==> src/sdram_rd_defs.svh <==
// address split, bank count and one-hot state positions for the SDRAM read controller; include where needed
`ifndef SDRAM_RD_DEFS_SVH
`define SDRAM_RD_DEFS_SVH

`define SDRAM_AW    22  // client word address
`define SDRAM_ROW   13
`define SDRAM_COL   9
`define SDRAM_NBANK 4
`define SDRAM_CL    2   // CAS latency, HF timing only

// one-hot positions of the bank FSM
// the READ position is the cycle after the READ command
`define SDRAM_ST_IDLE    0
`define SDRAM_ST_PRE_ACT 3                                   // tRP of 3 cycles
`define SDRAM_ST_ACT     (`SDRAM_ST_PRE_ACT + 1)
`define SDRAM_ST_PRE_RD  (`SDRAM_ST_ACT + 2)                 // tRCD of 3 cycles
`define SDRAM_ST_READ    (`SDRAM_ST_PRE_RD + 1)
`define SDRAM_ST_DST     (`SDRAM_ST_READ + `SDRAM_CL - 1)    // first burst word on dq
`define SDRAM_ST_RDY     (`SDRAM_ST_DST + 1)                 // burst length 2
`define SDRAM_STW        (`SDRAM_ST_RDY + 1)

`endif
==> src/sdram_rd_pkg.sv <==
// shared command, data and bank types for the SDRAM read controller; import where used
`default_nettype none

`include "sdram_rd_defs.svh"

package sdram_rd_pkg;

    // {cs_n, ras_n, cas_n, we_n}
    typedef enum logic [3:0] {
        CMD_PRECHARGE = 4'b0010,
        CMD_ACTIVE    = 4'b0011,
        CMD_READ      = 4'b0101,
        CMD_NOP       = 4'b0111,
        CMD_INHIBIT   = 4'b1000  // chip deselected
    } sdram_cmd_t;

    typedef logic [15:0] sdram_word_t;

    // first burst word in the low half
    typedef logic [2*$bits(sdram_word_t)-1:0] sdram_data_t;

    typedef logic [$clog2(`SDRAM_NBANK)-1:0] bank_idx_t;

    typedef logic [`SDRAM_STW-1:0] bank_state_t;  // one-hot bank FSM state

endpackage

`default_nettype wire

==> src/sdram_rd_ctrl.sv <==
// top level of the multi-bank SDRAM read controller, one client per bank, drives the SDRAM pins
`default_nettype none

`include "sdram_rd_defs.svh"

module sdram_rd_ctrl import sdram_rd_pkg::*; (
    input  logic                                    clk,
    input  logic                                    rst,
    input  logic        [`SDRAM_NBANK-1:0]          rd,
    input  logic        [`SDRAM_NBANK-1:0][`SDRAM_AW-1:0] addr,
    output logic        [`SDRAM_NBANK-1:0]          ack,
    output logic        [`SDRAM_NBANK-1:0]          rdy,
    output sdram_data_t [`SDRAM_NBANK-1:0]          rdata,
    output sdram_cmd_t                              cmd,
    output logic        [`SDRAM_ROW-1:0]            sdram_a,
    output bank_idx_t                               ba,
    input  sdram_word_t                             dq
);

    logic       [`SDRAM_NBANK-1:0]                  br;
    logic       [`SDRAM_NBANK-1:0]                  bg;
    logic       [`SDRAM_NBANK-1:0]                  dst;
    logic       [`SDRAM_NBANK-1:0]                  dok;
    logic       [`SDRAM_NBANK-1:0]                  dbusy;
    logic       [`SDRAM_NBANK-1:0]                  dqm_busy;
    logic       [`SDRAM_NBANK-1:0]                  post_act;
    logic       [`SDRAM_NBANK-1:0]                  all_dbusy;
    logic       [`SDRAM_NBANK-1:0]                  all_dqm;
    logic       [`SDRAM_NBANK-1:0]                  all_act;
    sdram_cmd_t [`SDRAM_NBANK-1:0]                  bank_cmd;
    logic       [`SDRAM_NBANK-1:0][`SDRAM_ROW-1:0]  bank_a;

    generate
        for (genvar b = 0; b < `SDRAM_NBANK; b++) begin : g_bank
            sdram_bank_fsm u_bank (
                .clk       (clk),
                .rst       (rst),
                .addr      (addr[b]),
                .rd        (rd[b]),
                .bg        (bg[b]),
                .all_dbusy (all_dbusy[b]),
                .all_dqm   (all_dqm[b]),
                .all_act   (all_act[b]),
                .br        (br[b]),
                .ack       (ack[b]),
                .dst       (dst[b]),
                .dok       (dok[b]),
                .rdy       (rdy[b]),
                .dbusy     (dbusy[b]),
                .dqm_busy  (dqm_busy[b]),
                .post_act  (post_act[b]),
                .sdram_a   (bank_a[b]),
                .cmd       (bank_cmd[b])
            );
        end
    endgenerate

    sdram_cmd_arbiter u_arbiter (
        .clk       (clk),
        .rst       (rst),
        .br        (br),
        .cmd       (bank_cmd),
        .sdram_a   (bank_a),
        .dbusy     (dbusy),
        .dqm_busy  (dqm_busy),
        .post_act  (post_act),
        .bg        (bg),
        .all_dbusy (all_dbusy),
        .all_dqm   (all_dqm),
        .all_act   (all_act),
        .cmd_out   (cmd),
        .a_out     (sdram_a),
        .ba_out    (ba)
    );

    sdram_rdata u_rdata (
        .clk   (clk),
        .rst   (rst),
        .dst   (dst),
        .dok   (dok),
        .rdy   (rdy),
        .dq    (dq),
        .rdata (rdata)
    );

endmodule

`default_nettype wire

==> src/sdram_rdata.sv <==
// assembles the two burst words of each bank into a registered 32-bit read result
`default_nettype none

`include "sdram_rd_defs.svh"

module sdram_rdata import sdram_rd_pkg::*; (
    input  logic                                clk,
    input  logic                                rst,
    input  logic        [`SDRAM_NBANK-1:0]      dst,
    input  logic        [`SDRAM_NBANK-1:0]      dok,
    input  logic        [`SDRAM_NBANK-1:0]      rdy,
    input  sdram_word_t                         dq,
    output sdram_data_t [`SDRAM_NBANK-1:0]      rdata
);

    sdram_word_t [`SDRAM_NBANK-1:0] lo;        // first burst word
    logic        [`SDRAM_NBANK-1:0] wait_hi;   // second word due this cycle

    always_ff @(posedge clk or posedge rst) begin
        if (rst) begin
            wait_hi <= '0;
        end else begin
            wait_hi <= dst;
        end
    end

    always_ff @(posedge clk) begin
        for (int i = 0; i < `SDRAM_NBANK; i++) begin
            if (dst[i]) lo[i] <= dq;
            if (dok[i] && wait_hi[i]) begin
                rdata[i] <= {dq, lo[i]};  // held until the next read of this bank
            end
        end
    end

    // the shared dq carries one bank's burst at a time
    a_dok_excl: assert property (@(posedge clk) disable iff (rst) $onehot0(dok));

    // rdy from the FSM lines up with the second word
    a_rdy_align: assert property (@(posedge clk) disable iff (rst)
        rdy == (dok & wait_hi));

endmodule

`default_nettype wire

==> src/sdram_cmd_arbiter.sv <==
// rotating-priority grant of the SDRAM command bus and merge of the bank status flags
`default_nettype none

`include "sdram_rd_defs.svh"

module sdram_cmd_arbiter import sdram_rd_pkg::*; (
    input  logic                                    clk,
    input  logic                                    rst,
    input  logic       [`SDRAM_NBANK-1:0]           br,
    input  sdram_cmd_t [`SDRAM_NBANK-1:0]           cmd,
    input  logic       [`SDRAM_NBANK-1:0][`SDRAM_ROW-1:0] sdram_a,
    input  logic       [`SDRAM_NBANK-1:0]           dbusy,
    input  logic       [`SDRAM_NBANK-1:0]           dqm_busy,
    input  logic       [`SDRAM_NBANK-1:0]           post_act,
    output logic       [`SDRAM_NBANK-1:0]           bg,
    output logic       [`SDRAM_NBANK-1:0]           all_dbusy,
    output logic       [`SDRAM_NBANK-1:0]           all_dqm,
    output logic       [`SDRAM_NBANK-1:0]           all_act,
    output sdram_cmd_t                              cmd_out,
    output logic       [`SDRAM_ROW-1:0]             a_out,
    output bank_idx_t                               ba_out
);

    bank_idx_t             last_bg;   // last granted bank
    bank_idx_t             gnt_idx;
    bank_idx_t             cand;
    logic                  found;
    logic [3:0]            cmd_or;
    logic [`SDRAM_ROW-1:0] a_or;

    // search starts at the bank after the last grant
    always_comb begin
        bg      = '0;
        gnt_idx = last_bg;
        found   = 1'b0;
        cand    = last_bg;
        for (int k = 1; k <= `SDRAM_NBANK; k++) begin
            cand = bank_idx_t'((int'(last_bg) + k) % `SDRAM_NBANK);
            if (!found && br[cand]) begin
                bg[cand] = 1'b1;
                gnt_idx  = cand;
                found    = 1'b1;
            end
        end
    end

    // each bank sees the flags of the others only
    always_comb begin
        for (int i = 0; i < `SDRAM_NBANK; i++) begin
            all_dbusy[i] = 1'b0;
            all_dqm[i]   = 1'b0;
            all_act[i]   = 1'b0;
            for (int j = 0; j < `SDRAM_NBANK; j++) begin
                if (j != i) begin
                    all_dbusy[i] |= dbusy[j];
                    all_dqm[i]   |= dqm_busy[j];
                    all_act[i]   |= post_act[j];
                end
            end
        end
    end

    always_comb begin
        cmd_or = '0;
        a_or   = '0;
        for (int i = 0; i < `SDRAM_NBANK; i++) begin
            if (bg[i]) begin
                cmd_or |= cmd[i];
                a_or   |= sdram_a[i];
            end
        end
    end

    assign cmd_out = found ? sdram_cmd_t'(cmd_or) : CMD_NOP;
    assign a_out   = a_or;
    assign ba_out  = gnt_idx;

    always_ff @(posedge clk or posedge rst) begin
        if (rst) begin
            last_bg <= bank_idx_t'(`SDRAM_NBANK-1);  // bank 0 first
        end else if (found) begin
            last_bg <= gnt_idx;
        end
    end

    a_bg_legal: assert property (@(posedge clk) disable iff (rst)
        $onehot0(bg) && ((bg & ~br) == '0));

endmodule

`default_nettype wire

==> src/sdram_bank_fsm.sv <==
// one-hot FSM for one SDRAM bank, opens rows and issues PRECHARGE, ACTIVE and READ when granted
`default_nettype none

`include "sdram_rd_defs.svh"

module sdram_bank_fsm import sdram_rd_pkg::*; (
    input  logic                  clk,
    input  logic                  rst,
    input  logic [`SDRAM_AW-1:0]  addr,
    input  logic                  rd,
    input  logic                  bg,
    input  logic                  all_dbusy,
    input  logic                  all_dqm,
    input  logic                  all_act,
    output logic                  br,
    output logic                  ack,
    output logic                  dst,
    output logic                  dok,
    output logic                  rdy,
    output logic                  dbusy,
    output logic                  dqm_busy,
    output logic                  post_act,
    output logic [`SDRAM_ROW-1:0] sdram_a,
    output sdram_cmd_t            cmd
);

    logic                  prechd;     // bank has no open row
    logic [`SDRAM_ROW-1:0] row;        // open row
    logic [`SDRAM_ROW-1:0] addr_row;
    logic [`SDRAM_COL-1:0] addr_col;
    bank_state_t           st;
    bank_state_t           next_st;
    bank_state_t           rot_st;
    logic [1:0]            last_act;   // tRRD window
    logic                  waiting;
    logic                  row_hit;
    logic                  blocked;
    logic                  do_prech;
    logic                  do_act;
    logic                  do_read;

    assign addr_row = addr[`SDRAM_AW-1 -: `SDRAM_ROW];
    assign addr_col = addr[`SDRAM_COL-1:0];

    // states where a command may be issued
    assign waiting = st[`SDRAM_ST_IDLE] | st[`SDRAM_ST_PRE_ACT] | st[`SDRAM_ST_PRE_RD];
    assign row_hit = row == addr_row;

    // other banks hold off the command this bank needs
    assign blocked = prechd ? (all_act | all_dqm) : (row_hit & (all_dbusy | all_dqm));

    assign br       = rd & waiting & ~blocked;
    assign do_prech = br & bg & ~prechd & ~row_hit;
    assign do_act   = br & bg & prechd;
    assign do_read  = br & bg & ~prechd & row_hit;

    assign ack      = do_read;
    assign dst      = st[`SDRAM_ST_DST];
    assign dok      = |st[`SDRAM_ST_RDY:`SDRAM_ST_DST];
    assign rdy      = st[`SDRAM_ST_RDY];
    assign dbusy    = st[`SDRAM_ST_READ];  // a READ now would overlap our second word
    assign dqm_busy = |st[`SDRAM_ST_RDY-2:`SDRAM_ST_READ];
    assign post_act = |last_act;

    assign rot_st = {st[`SDRAM_STW-2:0], st[`SDRAM_STW-1]};

    always_comb begin
        if (do_act) begin
            next_st = bank_state_t'(1) << `SDRAM_ST_ACT;
        end else if (do_read) begin
            next_st = bank_state_t'(1) << `SDRAM_ST_READ;
        end else if (do_prech || !waiting) begin
            next_st = rot_st;  // count off tRP, tRCD and the data phase
        end else begin
            next_st = st;
        end
    end

    always_comb begin
        cmd     = CMD_NOP;
        sdram_a = '0;
        if (do_prech) begin
            cmd = CMD_PRECHARGE;  // A10 low, this bank only
        end else if (do_act) begin
            cmd     = CMD_ACTIVE;
            sdram_a = addr_row;
        end else if (do_read) begin
            cmd     = CMD_READ;
            sdram_a = {{(`SDRAM_ROW-`SDRAM_COL){1'b0}}, addr_col};  // no auto precharge
        end
    end

    always_ff @(posedge clk or posedge rst) begin
        if (rst) begin
            st       <= bank_state_t'(1) << `SDRAM_ST_IDLE;
            prechd   <= 1'b1;
            last_act <= '0;
        end else begin
            st       <= next_st;
            last_act <= {do_act, last_act[1]};
            if (do_act) begin
                prechd <= 1'b0;
            end else if (do_prech) begin
                prechd <= 1'b1;
            end
        end
    end

    always_ff @(posedge clk) begin
        if (do_act) row <= addr_row;
    end

    a_st_onehot: assert property (@(posedge clk) disable iff (rst) $onehot(st));

    a_one_cmd: assert property (@(posedge clk) disable iff (rst)
        $onehot0({do_prech, do_act, do_read}));

endmodule

`default_nettype wire

==> config.mk <==
export PLATFORM = sky130hd
export DESIGN_NAME = sdram_rd_ctrl
export DESIGN_NICKNAME = d
export VERILOG_FILES = /design/src/sdram_rd_pkg.sv /design/src/sdram_rd_ctrl.sv /design/src/sdram_rdata.sv /design/src/sdram_cmd_arbiter.sv /design/src/sdram_bank_fsm.sv
export VERILOG_INCLUDE_DIRS = /design/src /design/src/src
export SDC_FILE = /design/constraint.sdc
export NUM_CORES = 1
export LEC_CHECK = 0
export BUFFER_PORTS_ARGS = -buffer_cell sky130_fd_sc_hd__buf_2
export CAP_MARGIN = 15
export CORE_MARGIN = 2
export CORE_UTILIZATION = 38
export CTS_CLUSTER_DIAMETER = 100
export DETAILED_ROUTE_END_ITERATION = 16
export PLACE_DENSITY = 0.63
export REMOVE_ABC_BUFFERS = 1
export SYNTH_ARGS = -nofsm -noshare
export SYNTH_HDL_FRONTEND = slang
export SYNTH_SLANG_ARGS = --single-unit
==> constraint.sdc <==
create_clock -name clk -period 5.5 [get_ports clk]
set_input_delay 0.55 -clock clk [delete_from_list [all_inputs] [get_ports clk]]
set_output_delay 0.55 -clock clk [all_outputs]
set_load 0.01 [all_outputs]
======== After elaboration in Yosys (flattened, before gate mapping) ========
Cells that the tools add are included.
word-level totals
  bits in registers ....................... 302
  bits in latches ......................... 0
  bits in writable memories ............... 0
  ROM bits ................................ 0
  bits of input ports ..................... 110
  output and inout port bits .............. 155
  word-level logic and storage cells ...... 244
  memories kept ........................... 0
cells by class
  add/sub/neg operators ................... 4
  multipliers ............................. 0
  divide/modulo/power cells ............... 0
  order comparisons ....................... 8
  eq/ne operators ......................... 4
  shifts and indexed selects .............. 0
  muxes and demuxes ....................... 85
  bitwise gates (word level) .............. 79
  reductions and logical operators ........ 38
operator list
  kind                   count
  $mux W13               12
  $mux W10               12
  $mux W4                17
  $eq A13 B13 Y1         4
  $or A13 B13 Y13        3
  $mux W9                4
  $and A1 B1 Y1          32
  $or A1 B1 Y1           26
  $mux W1                24
  $or A4 B4 Y4           6
  $mux W2                8
  $reduce_or A2 Y1       8
  $lt A2 B3 Y1 const B   4
  $not A1 Y1             12
  $reduce_bool A3 Y1     4
  $logic_and A1 B1 Y1    11
  $bmux W1 S2            4
  $demux W1 S2           4
  $ge A2 B1 Y1 const B   4
  $reduce_bool A2 Y1     4
  $logic_not A1 Y1       7
  $add A2 B1 Y2 const B  2
  $add A2 B2 Y2 const B  2
  $logic_or A1 B1 Y1     4

======== Longest topological paths before layout ========
Gate-level depths: netlist of run 1.
  depth after elaboration ................. 33
  mapped depth ............................ 13
  mapped depth without buffers ............ 10

======== Cells and area by module ========
From an unflattened synthesis of run 1, not the netlist that was laid out.
unflattened totals
  cell total of the unflattened synthesis .. 800
  area, all modules ....................... 12694.7 um^2
by module, submodules not included
  module             times used  cells an instance  area each (um^2)  sequential area each (um^2)
  sdram_rdata        1           201                5894.4            5865.6
  sdram_bank_fsm     4           115                1403.8            718.2
  sdram_cmd_arbiter  1           139                1184.9            52.6

======== Worst setup path after synthesis of run 1 ========
Ideal clock, no wire load.
  kind .................................... register to output
  from .................................... register u_arbiter.last_bg[0]
  to ...................................... output sdram_a[7]
  arrival ................................. 3.776 ns
  data required time ...................... 4.950 ns
  path slack .............................. 1.174 ns
  cell stages (with the launch flop) ...... 12
  buffers on the path ..................... 2
  cells stage by stage .................... dfstp_2 -> clkbuf_1 -> inv_1 -> ha_1 -> buf_1 -> nor4_1 -> a2111oi_2 -> nor4b_4 -> a221o_2 -> a21oi_4 -> nor2_1 -> a211o_1
between the ends
  elaborated cells on any way between the ends .. 87
  those cells by class .................... add/sub (4); order compare (8); mux (39); bitwise (26); reduce/logical (10)
RTL lines
  what                                                   line                     source
  from (decl)                                            sdram_cmd_arbiter.sv:24  bank_idx_t last_bg;
  from (signal assigned)                                 sdram_cmd_arbiter.sv:80  last_bg <= bank_idx_t'(`SDRAM_NBANK-1);
  from (signal assigned)                                 sdram_cmd_arbiter.sv:82  last_bg <= gnt_idx;
  branches (longest 12 deep; another with $lt A2 B3 Y1)  n/a
  $mux W4 (*)                                            sdram_cmd_arbiter.sv:39  if (!found && br[cand]) begin
  $and A1 B1 Y1 (*) (2 in a row)                         sdram_bank_fsm.sv:54     assign do_act = br & bg & prechd;
  named net g_bank[2].u_bank.do_act                      sdram_bank_fsm.sv:39     logic do_act;
  $mux W13 (*)                                           sdram_bank_fsm.sv:84     end else if (do_act) begin
  $mux W13 (*)                                           sdram_bank_fsm.sv:82     if (do_prech) begin
  $or A13 B13 Y13 (*)                                    sdram_cmd_arbiter.sv:69  a_or |= sdram_a[i];
  $mux W13 (*)                                           sdram_cmd_arbiter.sv:67  if (bg[i]) begin
  $or A13 B13 Y13                                        sdram_cmd_arbiter.sv:69
  $mux W13 (*)                                           sdram_cmd_arbiter.sv:67
  to (decl)                                              sdram_rd_ctrl.sv:15      output logic [`SDRAM_ROW-1:0] sdram_a,
Mark *: on every way through the listed nets, which the timed path passes. The select of a mux whose other input is x is not followed.

======== Worst setup path after layout of run 1 ========
  from .................................... register u_arbiter.last_bg[0]
  to ...................................... output sdram_a[12]
between the ends
  longest elaborated chain between the ends .. 24
  elaborated cells on any way between the ends .. 79
  those cells by class .................... add/sub (4); order compare (8); mux (35); bitwise (22); reduce/logical (10)
ends and longest elaborated chain
  what                                                   line
  branches (longest 12 deep; another with $lt A2 B3 Y1)  n/a
  $mux W4 (*)                                            sdram_cmd_arbiter.sv:39
  $and A1 B1 Y1                                          sdram_bank_fsm.sv:53, sdram_bank_fsm.sv:54
  $and A1 B1 Y1 (on tied branches)                       sdram_bank_fsm.sv:54, sdram_bank_fsm.sv:53
  $mux W13 / $and A1 B1 Y1 (equally long branches)       sdram_bank_fsm.sv:84, sdram_bank_fsm.sv:53
  $mux W13                                               sdram_bank_fsm.sv:82
  $mux W13                                               sdram_cmd_arbiter.sv:67
  $or A13 B13 Y13                                        sdram_cmd_arbiter.sv:69
  $mux W13                                               sdram_cmd_arbiter.sv:67
  $or A13 B13 Y13                                        sdram_cmd_arbiter.sv:69
  $mux W13                                               sdram_cmd_arbiter.sv:67
  $or A13 B13 Y13                                        sdram_cmd_arbiter.sv:69
  $mux W13 (*)                                           sdram_cmd_arbiter.sv:67
Every way passes the cells marked *. The select of a mux whose other input is x is not followed.

==> impl_metrics.csv, run 1 <==
group,metric,value,unit
placement,gp_congestion,0.961,
routing,via_per_inst,5.28,
clock_network,htree_levels,1,
clock_network,cts.sinks,302,
synthesis,synth-seq-cells,302,
routing,drc,0,
timing,period_share,94.6,%
grt,antenna_found_initial,3,
cells_and_area,nNetsFinal,1184,
grt,grt_start_max_net_pins,59,
timing,setup_ws,0.299,ns
synthesis,async_flop_share,19.2,%
synthesis,synth_cell_types,81,
placement,pre_cts_ws,0.705,ns
routing,first_iter_violations,620,
critical_path,rrSetupSlack,1.00,ns
routing,wire_per_inst,21.6,um
routing,first_pass_iters,5,
timing,rsz0062_at_grt,"no",
floorplanning,core_area,0.0315,mm^2
critical_path,crit_chain,"inv_1 > ha_1 > nor4_1 > a2111oi_2 > nor4b_4 > a221oi_2 > o21bai_2 > nand3_1 > o2111ai_1 > buf_2",
clock_network,clk_pin_slew,0.06,ns
power_and_ir_drop,power.share.clock,29.1,%
critical_path,slowest_stage,"dfstp_2",
floorplanning,dieArea,0.0333,mm^2
grt,grt_util_met2,31.4,%
clock_network,clkLatencyLatePin,0.57,ns
timing,fin_setup_tns,0,ns
synthesis,syn_inst,794,
critical_path,endpoint_kind,"output port",
timing,worst_pin_slew,1.02,ns
clock_network,postCtsResizedCells,0,
synthesis,ys_seq_area_share,72.6,%
timing,clock_skew,0.0104,ns
routing,vias,7888,
cells_and_area,layout_common_cells,"buf_2 (263), edfxtp_1 (244), dfrtp_1 (48)",
clock_network,cts_root_buf,"clkbuf_16",
grt,grt.met1_usage,25.3,%
grt,track_usage,18.9,%
critical_path,critPathRequiredTime,4.95,ns
cells_and_area,drive_gt1_share,32.8,%
placement,dp_hpwl,23.2,mm
power_and_ir_drop,p_per_area,467,mW/mm^2
grt,busiest_layer,"met2",
synthesis,syn_area_per_cell,15.3,um^2
timing,slew_headroom,32.3,%
clock_network,holdBufCountCts,0,
power_and_ir_drop,swShare,32.2,%
critical_path,cp_data_arrival_time,4.65,ns
power_and_ir_drop,p_seq_share,44.4,%
grt,grt.overflow.total,0,
clock_network,cts_setup_buffers,0,
timing,hold_violations,0,
floorplanning,io_pins,265,
grt,grt_pass1_wl,47.7,mm
routing,drtAntennaViolNets,0,
power_and_ir_drop,comb_power_share,26.5,%
critical_path,start_kind,"flop",
synthesis,synth.cell_area,0.0121,mm^2
power_and_ir_drop,vdd_ir_drop_max,324,uV
clock_network,numCtsBuffers,30,
floorplanning,num_rows,65,
critical_path,crit_fanout,14,
cells_and_area,areaGrowthSynthToFinish,22.5,%
timing,setup_viol,0,
timing,period_minus_slack,5.20,ns
synthesis,yosys_most_used_dff,"edfxtp_1",
clock_network,cts_buffer_depth,3,
power_and_ir_drop,p_int,0.00470,W
power_and_ir_drop,p_switching,0.00223,W
floorplanning,fp.dieW,183,um
grt,use_met3,3.63,%
critical_path,crit_type,"reg -> out",
power_and_ir_drop,power.leakage,5.79,nW
cells_and_area,final_common_cell,"buf_2",
outcome,outcome,"complete, no violations",
clock_network,cts_tree,"done",
timing,slew_viol_final,0,
routing,wl,32.2,mm
timing,max_freq,192,MHz
placement,port_buffers,263,
synthesis,synth_edf_count,244,
floorplanning,die_y,183,um
synthesis,yosys_warnings,0,
critical_path,cpPeakStageDelay,0.70,ns
hold_path,min_path_type,"in -> async",
cells_and_area,fill_cells,2787,
floorplanning,initial_core_util,38.5,%
critical_path,reg2reg_depth,9,
run,cap_violations,0,
grt,grt_pass1_vias,7731,
-- cell families (layout without fill, tap and decap cells) --
family / count (synthesis) / after routing / synth area share (%)
compound gates: 174 / 174 / 11.3
xor+xnor: 52 / 52 / 3.76
fa+ha+maj: 8 / 8 / 0.826
buf+inv: 56 / 352 / 2.16
flops: 302 / 302 / 72.6
mux: 5 / 5 / 0.640
other cells: 1 / 2 / 0.0310
simple gates: 196 / 196 / 8.71
-- power groups by stage --
stage,sequential [W],combinational (W),clock [W]
floorplan,0.00314,0.00105,0
global placement,0.00311,0.00183,0
detailed placement,0.00312,0.00182,0
CTS,0.00308,0.00182,0.00208
global route,0.00311,0.00199,0.00218
finish,0.00308,0.00184,0.00202
-- worst max-delay path, delay by kind of cell (launching register included) --
kind / cells / cell delay (ns)
AO/OA/AOI/OAI: 4 / 1.02
adder cells (fa/ha/maj): 1 / 0.53
buffers and inverters: 2 / 0.41
flip-flops: 1 / 0.70
AND/OR/NAND/NOR: 3 / 1.40
-- state kept, by name (all words and copies together) (netlist names) --
name,count
g_bank.u_bank.row,52
g_bank.u_bank.prechd,4
u_arbiter.last_bg,2
u_rdata.rdata,128
g_bank.u_bank.last_act,8
g_bank.u_bank.st,40
u_rdata.lo,64
u_rdata.wait_hi,4
-- cells in the mapped netlist (4+ instances only) --
master | instances | share of area (%)
edfxtp_1 | 244 | 60
dfrtp_1 | 48 | 9.9
nand3_1 | 46 | 1.9
nand2_1 | 42 | 1.3
xnor2_1 | 32 | 2.3
a22o_1 | 28 | 2.0
o21ai_0 | 28 | 1.2
nor2_1 | 26 | 0.81
inv_1 | 22 | 0.68
a21oi_1 | 20 | 0.83
xor2_1 | 20 | 1.4
nor3_1 | 17 | 0.70
clkbuf_1 | 14 | 0.43
a32o_1 | 12 | 0.99
and3_1 | 11 | 0.57
and2_1 | 10 | 0.52
dfstp_2 | 10 | 2.2
buf_4 | 9 | 0.56
nand4_1 | 9 | 0.46
or3_1 | 9 | 0.46
buf_2 | 8 | 0.33
ha_1 | 8 | 0.83
o211ai_1 | 8 | 0.50
nor4_1 | 7 | 0.36
o2111ai_1 | 7 | 0.51
o21a_1 | 6 | 0.37
a21o_1 | 4 | 0.25
a22oi_1 | 4 | 0.25
a2bb2oi_1 | 4 | 0.29
o21ai_1 | 4 | 0.17
-- per-stage QoR --
step	util (%)	cells	total power, W	hold WS (ns)	area (um^2)
2_1_floorplan	-	761	0.00419	0.355	11900
3_3_place_gp	44.0	1436	0.00494	0.371	13800
3_5_place_dp	44.0	1436	0.00494	0.370	13800
4_1_cts	47.1	1492	0.00698	0.177	14800
5_1_grt	47.1	1492	0.00729	0.176	14800
6_report	47.1	1493	0.00693	0.173	14800
-- final timing paths --
kind / from / end
setup reg to reg: u_arbiter.last_bg[0] / g_bank[0].u_bank.row[0]
hold reg to reg: g_bank[2].u_bank.last_act[1] / g_bank[2].u_bank.last_act[0]
setup / recovery: u_arbiter.last_bg[0] / sdram_a[12]
min in group clk: addr[35] / g_bank[1].u_bank.row[4]
max in group asynchronous: rst / g_bank[3].u_bank.st[8]
hold / removal: rst / u_rdata.wait_hi[1]
-- routing by layer --
metal / wire [um] / vias up / part of all wire (%)
met5: 21 / - / 0.065
met3: 2250 / 58 / 7.0
met4: 898 / 4 / 2.8
met2: 14900 / 350 / 46
li1: - / 3634 / -
met1: 14200 / 3842 / 44
-- layout make-up --
| cell class | count | area [um^2] | share of cell area [%] |
|---|---|---|---|
| diodes | 1 | 2.50 | 0.0169 |
| flip-flops and latches | 302 | 8790 | 59.3 |
| well taps | 402 | 503 | 3.39 |
| clock inverters | 23 | 230 | 1.55 |
| clock buffers | 33 | 762 | 5.14 |
| inverters | 23 | 86.3 | 0.582 |
| multi-input cells | 436 | 3070 | 20.7 |
| repair buffers | 273 | 1390 | 9.38 |
Power figures use the tool's default switching activity.
==> run 2: changes to the inputs <==
--- a/config.mk
+++ b/config.mk
@@ -16,4 +16,5 @@
 export REMOVE_ABC_BUFFERS = 1
 export SYNTH_ARGS = -nofsm -noshare
 export SYNTH_HDL_FRONTEND = slang
+export SYNTH_HIERARCHICAL = 1
 export SYNTH_SLANG_ARGS = --single-unit
==> run 2 against run 1 <==
Combinational power up 92%. Clock-buffer cell count up 12. Wire length down 5.6%. Sequential share of layout area down 3.1 points. Flip-flop and latch count unchanged. First-iteration DRC count down 3.7%. Critical endpoint is now cmd[1]. Largest cell class unchanged. Highest routed layer is now met4.
==> impl_metrics.csv, run 2 <==
group,metric,value,unit
outcome,outcome,"complete, no violations",
synthesis,synth_top_cell_by_area,"edfxtp_1",
clock_network,clk_pin_slew,0.06,ns
clock_network,cts_tree,"done",
floorplanning,fp.dieW,187,um
placement,port_buffers,263,
synthesis,async_flop_share,19.2,%
critical_path,start_kind,"flop",
routing,via_per_inst,5.05,
routing,first_iter_violations,597,
timing,slew_headroom,36.9,%
cells_and_area,largest_registers,"u_rdata/rdata x128, u_rdata/lo x64, g_bank.u_bank/row x52",
floorplanning,num_rows,66,
synthesis,syn_inst,800,
timing,period_share,93.6,%
critical_path,cp_data_arrival_time,4.60,ns
cells_and_area,drive_gt1_share,40.3,%
synthesis,syn_area_per_cell,15.9,um^2
critical_path,reg2reg_depth,13,
timing,worst_pin_slew,0.946,ns
synthesis,synth-seq-cells,302,
cells_and_area,largest_reg_flops,128,
clock_network,cts_buffer_depth,3,
clock_network,holdBufCountCts,0,
synthesis,synth_most_common_cell,"edfxtp_1",
timing,period_minus_slack,5.15,ns
routing,vias,7868,
cells_and_area,top_register,"u_rdata/rdata",
run,cap_violations,0,
critical_path,crit_fanout,5,
synthesis,yosys_most_used_dff,"edfxtp_1",
critical_path,crit_type,"reg -> out",
cells_and_area,areaGrowthSynthToFinish,23.5,%
placement,dpl.cell_count,1491,
hold_path,min_path_type,"in -> async",
grt,grt.overflow.total,0,
timing,max_freq,194,MHz
synthesis,yosys_warnings,6,
synthesis,ys_seq_area_share,69.2,%
placement,gp_congestion,0.870,
placement,pre_cts_ws,0.296,ns
clock_network,cts.sinks,302,
cells_and_area,final_common_cell,"buf_2",
grt,grt_start_max_net_pins,33,
grt,grt_pass1_wl,45.6,mm
grt,grt_pass1_vias,7633,
power_and_ir_drop,p_per_area,571,mW/mm^2
routing,wl,30.4,mm
timing,hold_violations,0,
critical_path,startpoint,"g_bank[2].u_bank/row[4]",
floorplanning,dieArea,0.0349,mm^2
timing,setup_viol,0,
synthesis,synth_area_leaders,"edfxtp_1 (58%), dfrtp_1 (9.5%), xor2_1 (3.6%), mux2i_1 (3.2%), nor3_2 (2.8%)",
floorplanning,initial_core_util,38.8,%
cells_and_area,final_area,0.0157,mm^2
clock_network,cts_root_buf,"clkbuf_16",
placement,dp_hpwl,21.4,mm
routing,first_pass_iters,5,
cells_and_area,nNetsFinal,1210,
routing,drc,0,
floorplanning,io_pins,265,
power_and_ir_drop,vdd_ir_drop_max,347,uV
critical_path,critPathRequiredTime,4.95,ns
clock_network,clkLatencyLatePin,0.52,ns
synthesis,synth.top_cell.area_share,57.7,%
cells_and_area,layout_common_cells,"buf_2 (263), edfxtp_1 (244), xor2_1 (52)",
synthesis,synth.cell_area,0.0127,mm^2
grt,track_usage,16.9,%
timing,setup_ws,0.351,ns
power_and_ir_drop,power.leakage,6.23,nW
synthesis,synth_cell_types,56,
cells_and_area,fin_cells,1559,
placement,placed_area,0.0144,mm^2
clock_network,htree_levels,2,
grt,antenna_found_initial,1,
timing,hold_ws,0.0412,ns
routing,wire_per_inst,19.5,um
routing,drtAntennaViolNets,0,
timing,slew_viol_final,0,
synthesis,synthTopCellsByCount,"edfxtp_1 (244), xor2_1 (52), dfrtp_1 (48)",
floorplanning,die_y,187,um
clock_network,numCtsBuffers,34,
critical_path,r2r_start,"g_bank[2].u_bank/row[4]",
power_and_ir_drop,finalPower,0.00895,W
critical_path,endpoint_kind,"output port",
timing,clock_skew,0.0248,ns
floorplanning,core_area,0.0327,mm^2
synthesis,synth_edf_count,244,
-- run 2: changes by cell type after synthesis, moves of 15 or more --
cell,change
a22o_1,-15
a22oi_1,+15
mux2i_1,+39
nand3_1,-35
nor3_2,+35
o21ai_0,-17
xnor2_1,-32
xor2_1,+32
-- run 2: kinds of logic (layout without fill, tap and decap cells) --
kind of cell             count (synthesis)  after routing  share of synthesized area [%]
flip-flops                             302            302                           69.2
AND/OR/NAND/NOR                        185            185                           9.25
XOR/XNOR                                52             52                           3.59
multiplexers                            50             51                           4.75
buffers and inverters                   70            383                           3.40
AO/OA/AOI/OAI                          131            133                           9.05
adder cells (fa/ha/maj)                  6              6                          0.591
other                                    4              5                          0.118
-- run 2: metrics by stage --
stage	TNS, ns	utilization [%]
2_1_floorplan	0	-
3_3_place_gp	0	44.2
3_5_place_dp	0	44.2
4_1_cts	0	47.5
5_1_grt	-0.0226	47.9
6_report	0	47.9
-- run 2: what timing repair did --
| item | in CTS | in global routing |
|---|---|---|
| buffers inserted | 0 | 6 |
| cloned | 0 | 3 |
| pin swaps | 0 | 1 |
| endpoints found under the setup margin | 4 | 7 |
| resized for setup | 3 | 12 |
-- run 2: area by class of cell --
class / count / area (um^2)
fill: 2881 / 17000
sequential: 302 / 8790
multi-input combinational: 431 / 3580
timing repair buffer: 297 / 1570
clock buffer: 45 / 952
tap: 442 / 553
clock inverter: 13 / 113
inverter: 28 / 105
antenna: 1 / 2.50
-- run 2: final timing paths --
| check | slack, ns | end |
|---|---|---|
| max | 0.35 | cmd[1] |
| min | 0.04 | u_rdata/wait_hi[2] |
| max reg2reg | 1.39 | g_bank[0].u_bank/row[3] |
| min reg2reg | 0.37 | g_bank[1].u_bank/last_act[0] |
| max in group asynchronous | 4.98 | g_bank[1].u_bank/st[0] |
| min in group clk | 0.25 | g_bank[2].u_bank/row[8] |
-- run 2: metal layers --
layer  part of all wire, %  GRT usage, %
met1                    44          22.8
met2                    47          27.2
met3                   6.8          3.72
met4                   2.3          5.37
met5                     0             0
-- run 2: critical path: stages, from the launching register on --
cell      delay, ns
edfxtp_1       0.37
xor2_1         0.17
nor4_2         0.43
and4_1         0.40
a21oi_4        0.11
mux4_2         0.59
nor4b_4        0.37
nand2_1        0.18
o21ai_4        0.13
nand2_1        0.11
nor2_1         0.16
nand3_1        0.12
nor2_1         0.20
inv_1          0.06
a222oi_1       0.33
nand3_1        0.14
buf_2          0.17
-- run 2: power breakdown --
| part | switching [W] | leakage [nW] | internal, W |
|---|---|---|---|
| registers | 0.000276 | 2.95 | 0.00300 |
| logic | 0.00219 | 2.76 | 0.00135 |
| clock network | 0.000899 | 0.525 | 0.00123 |
| total | 0.00337 | 6.23 | 0.00559 |
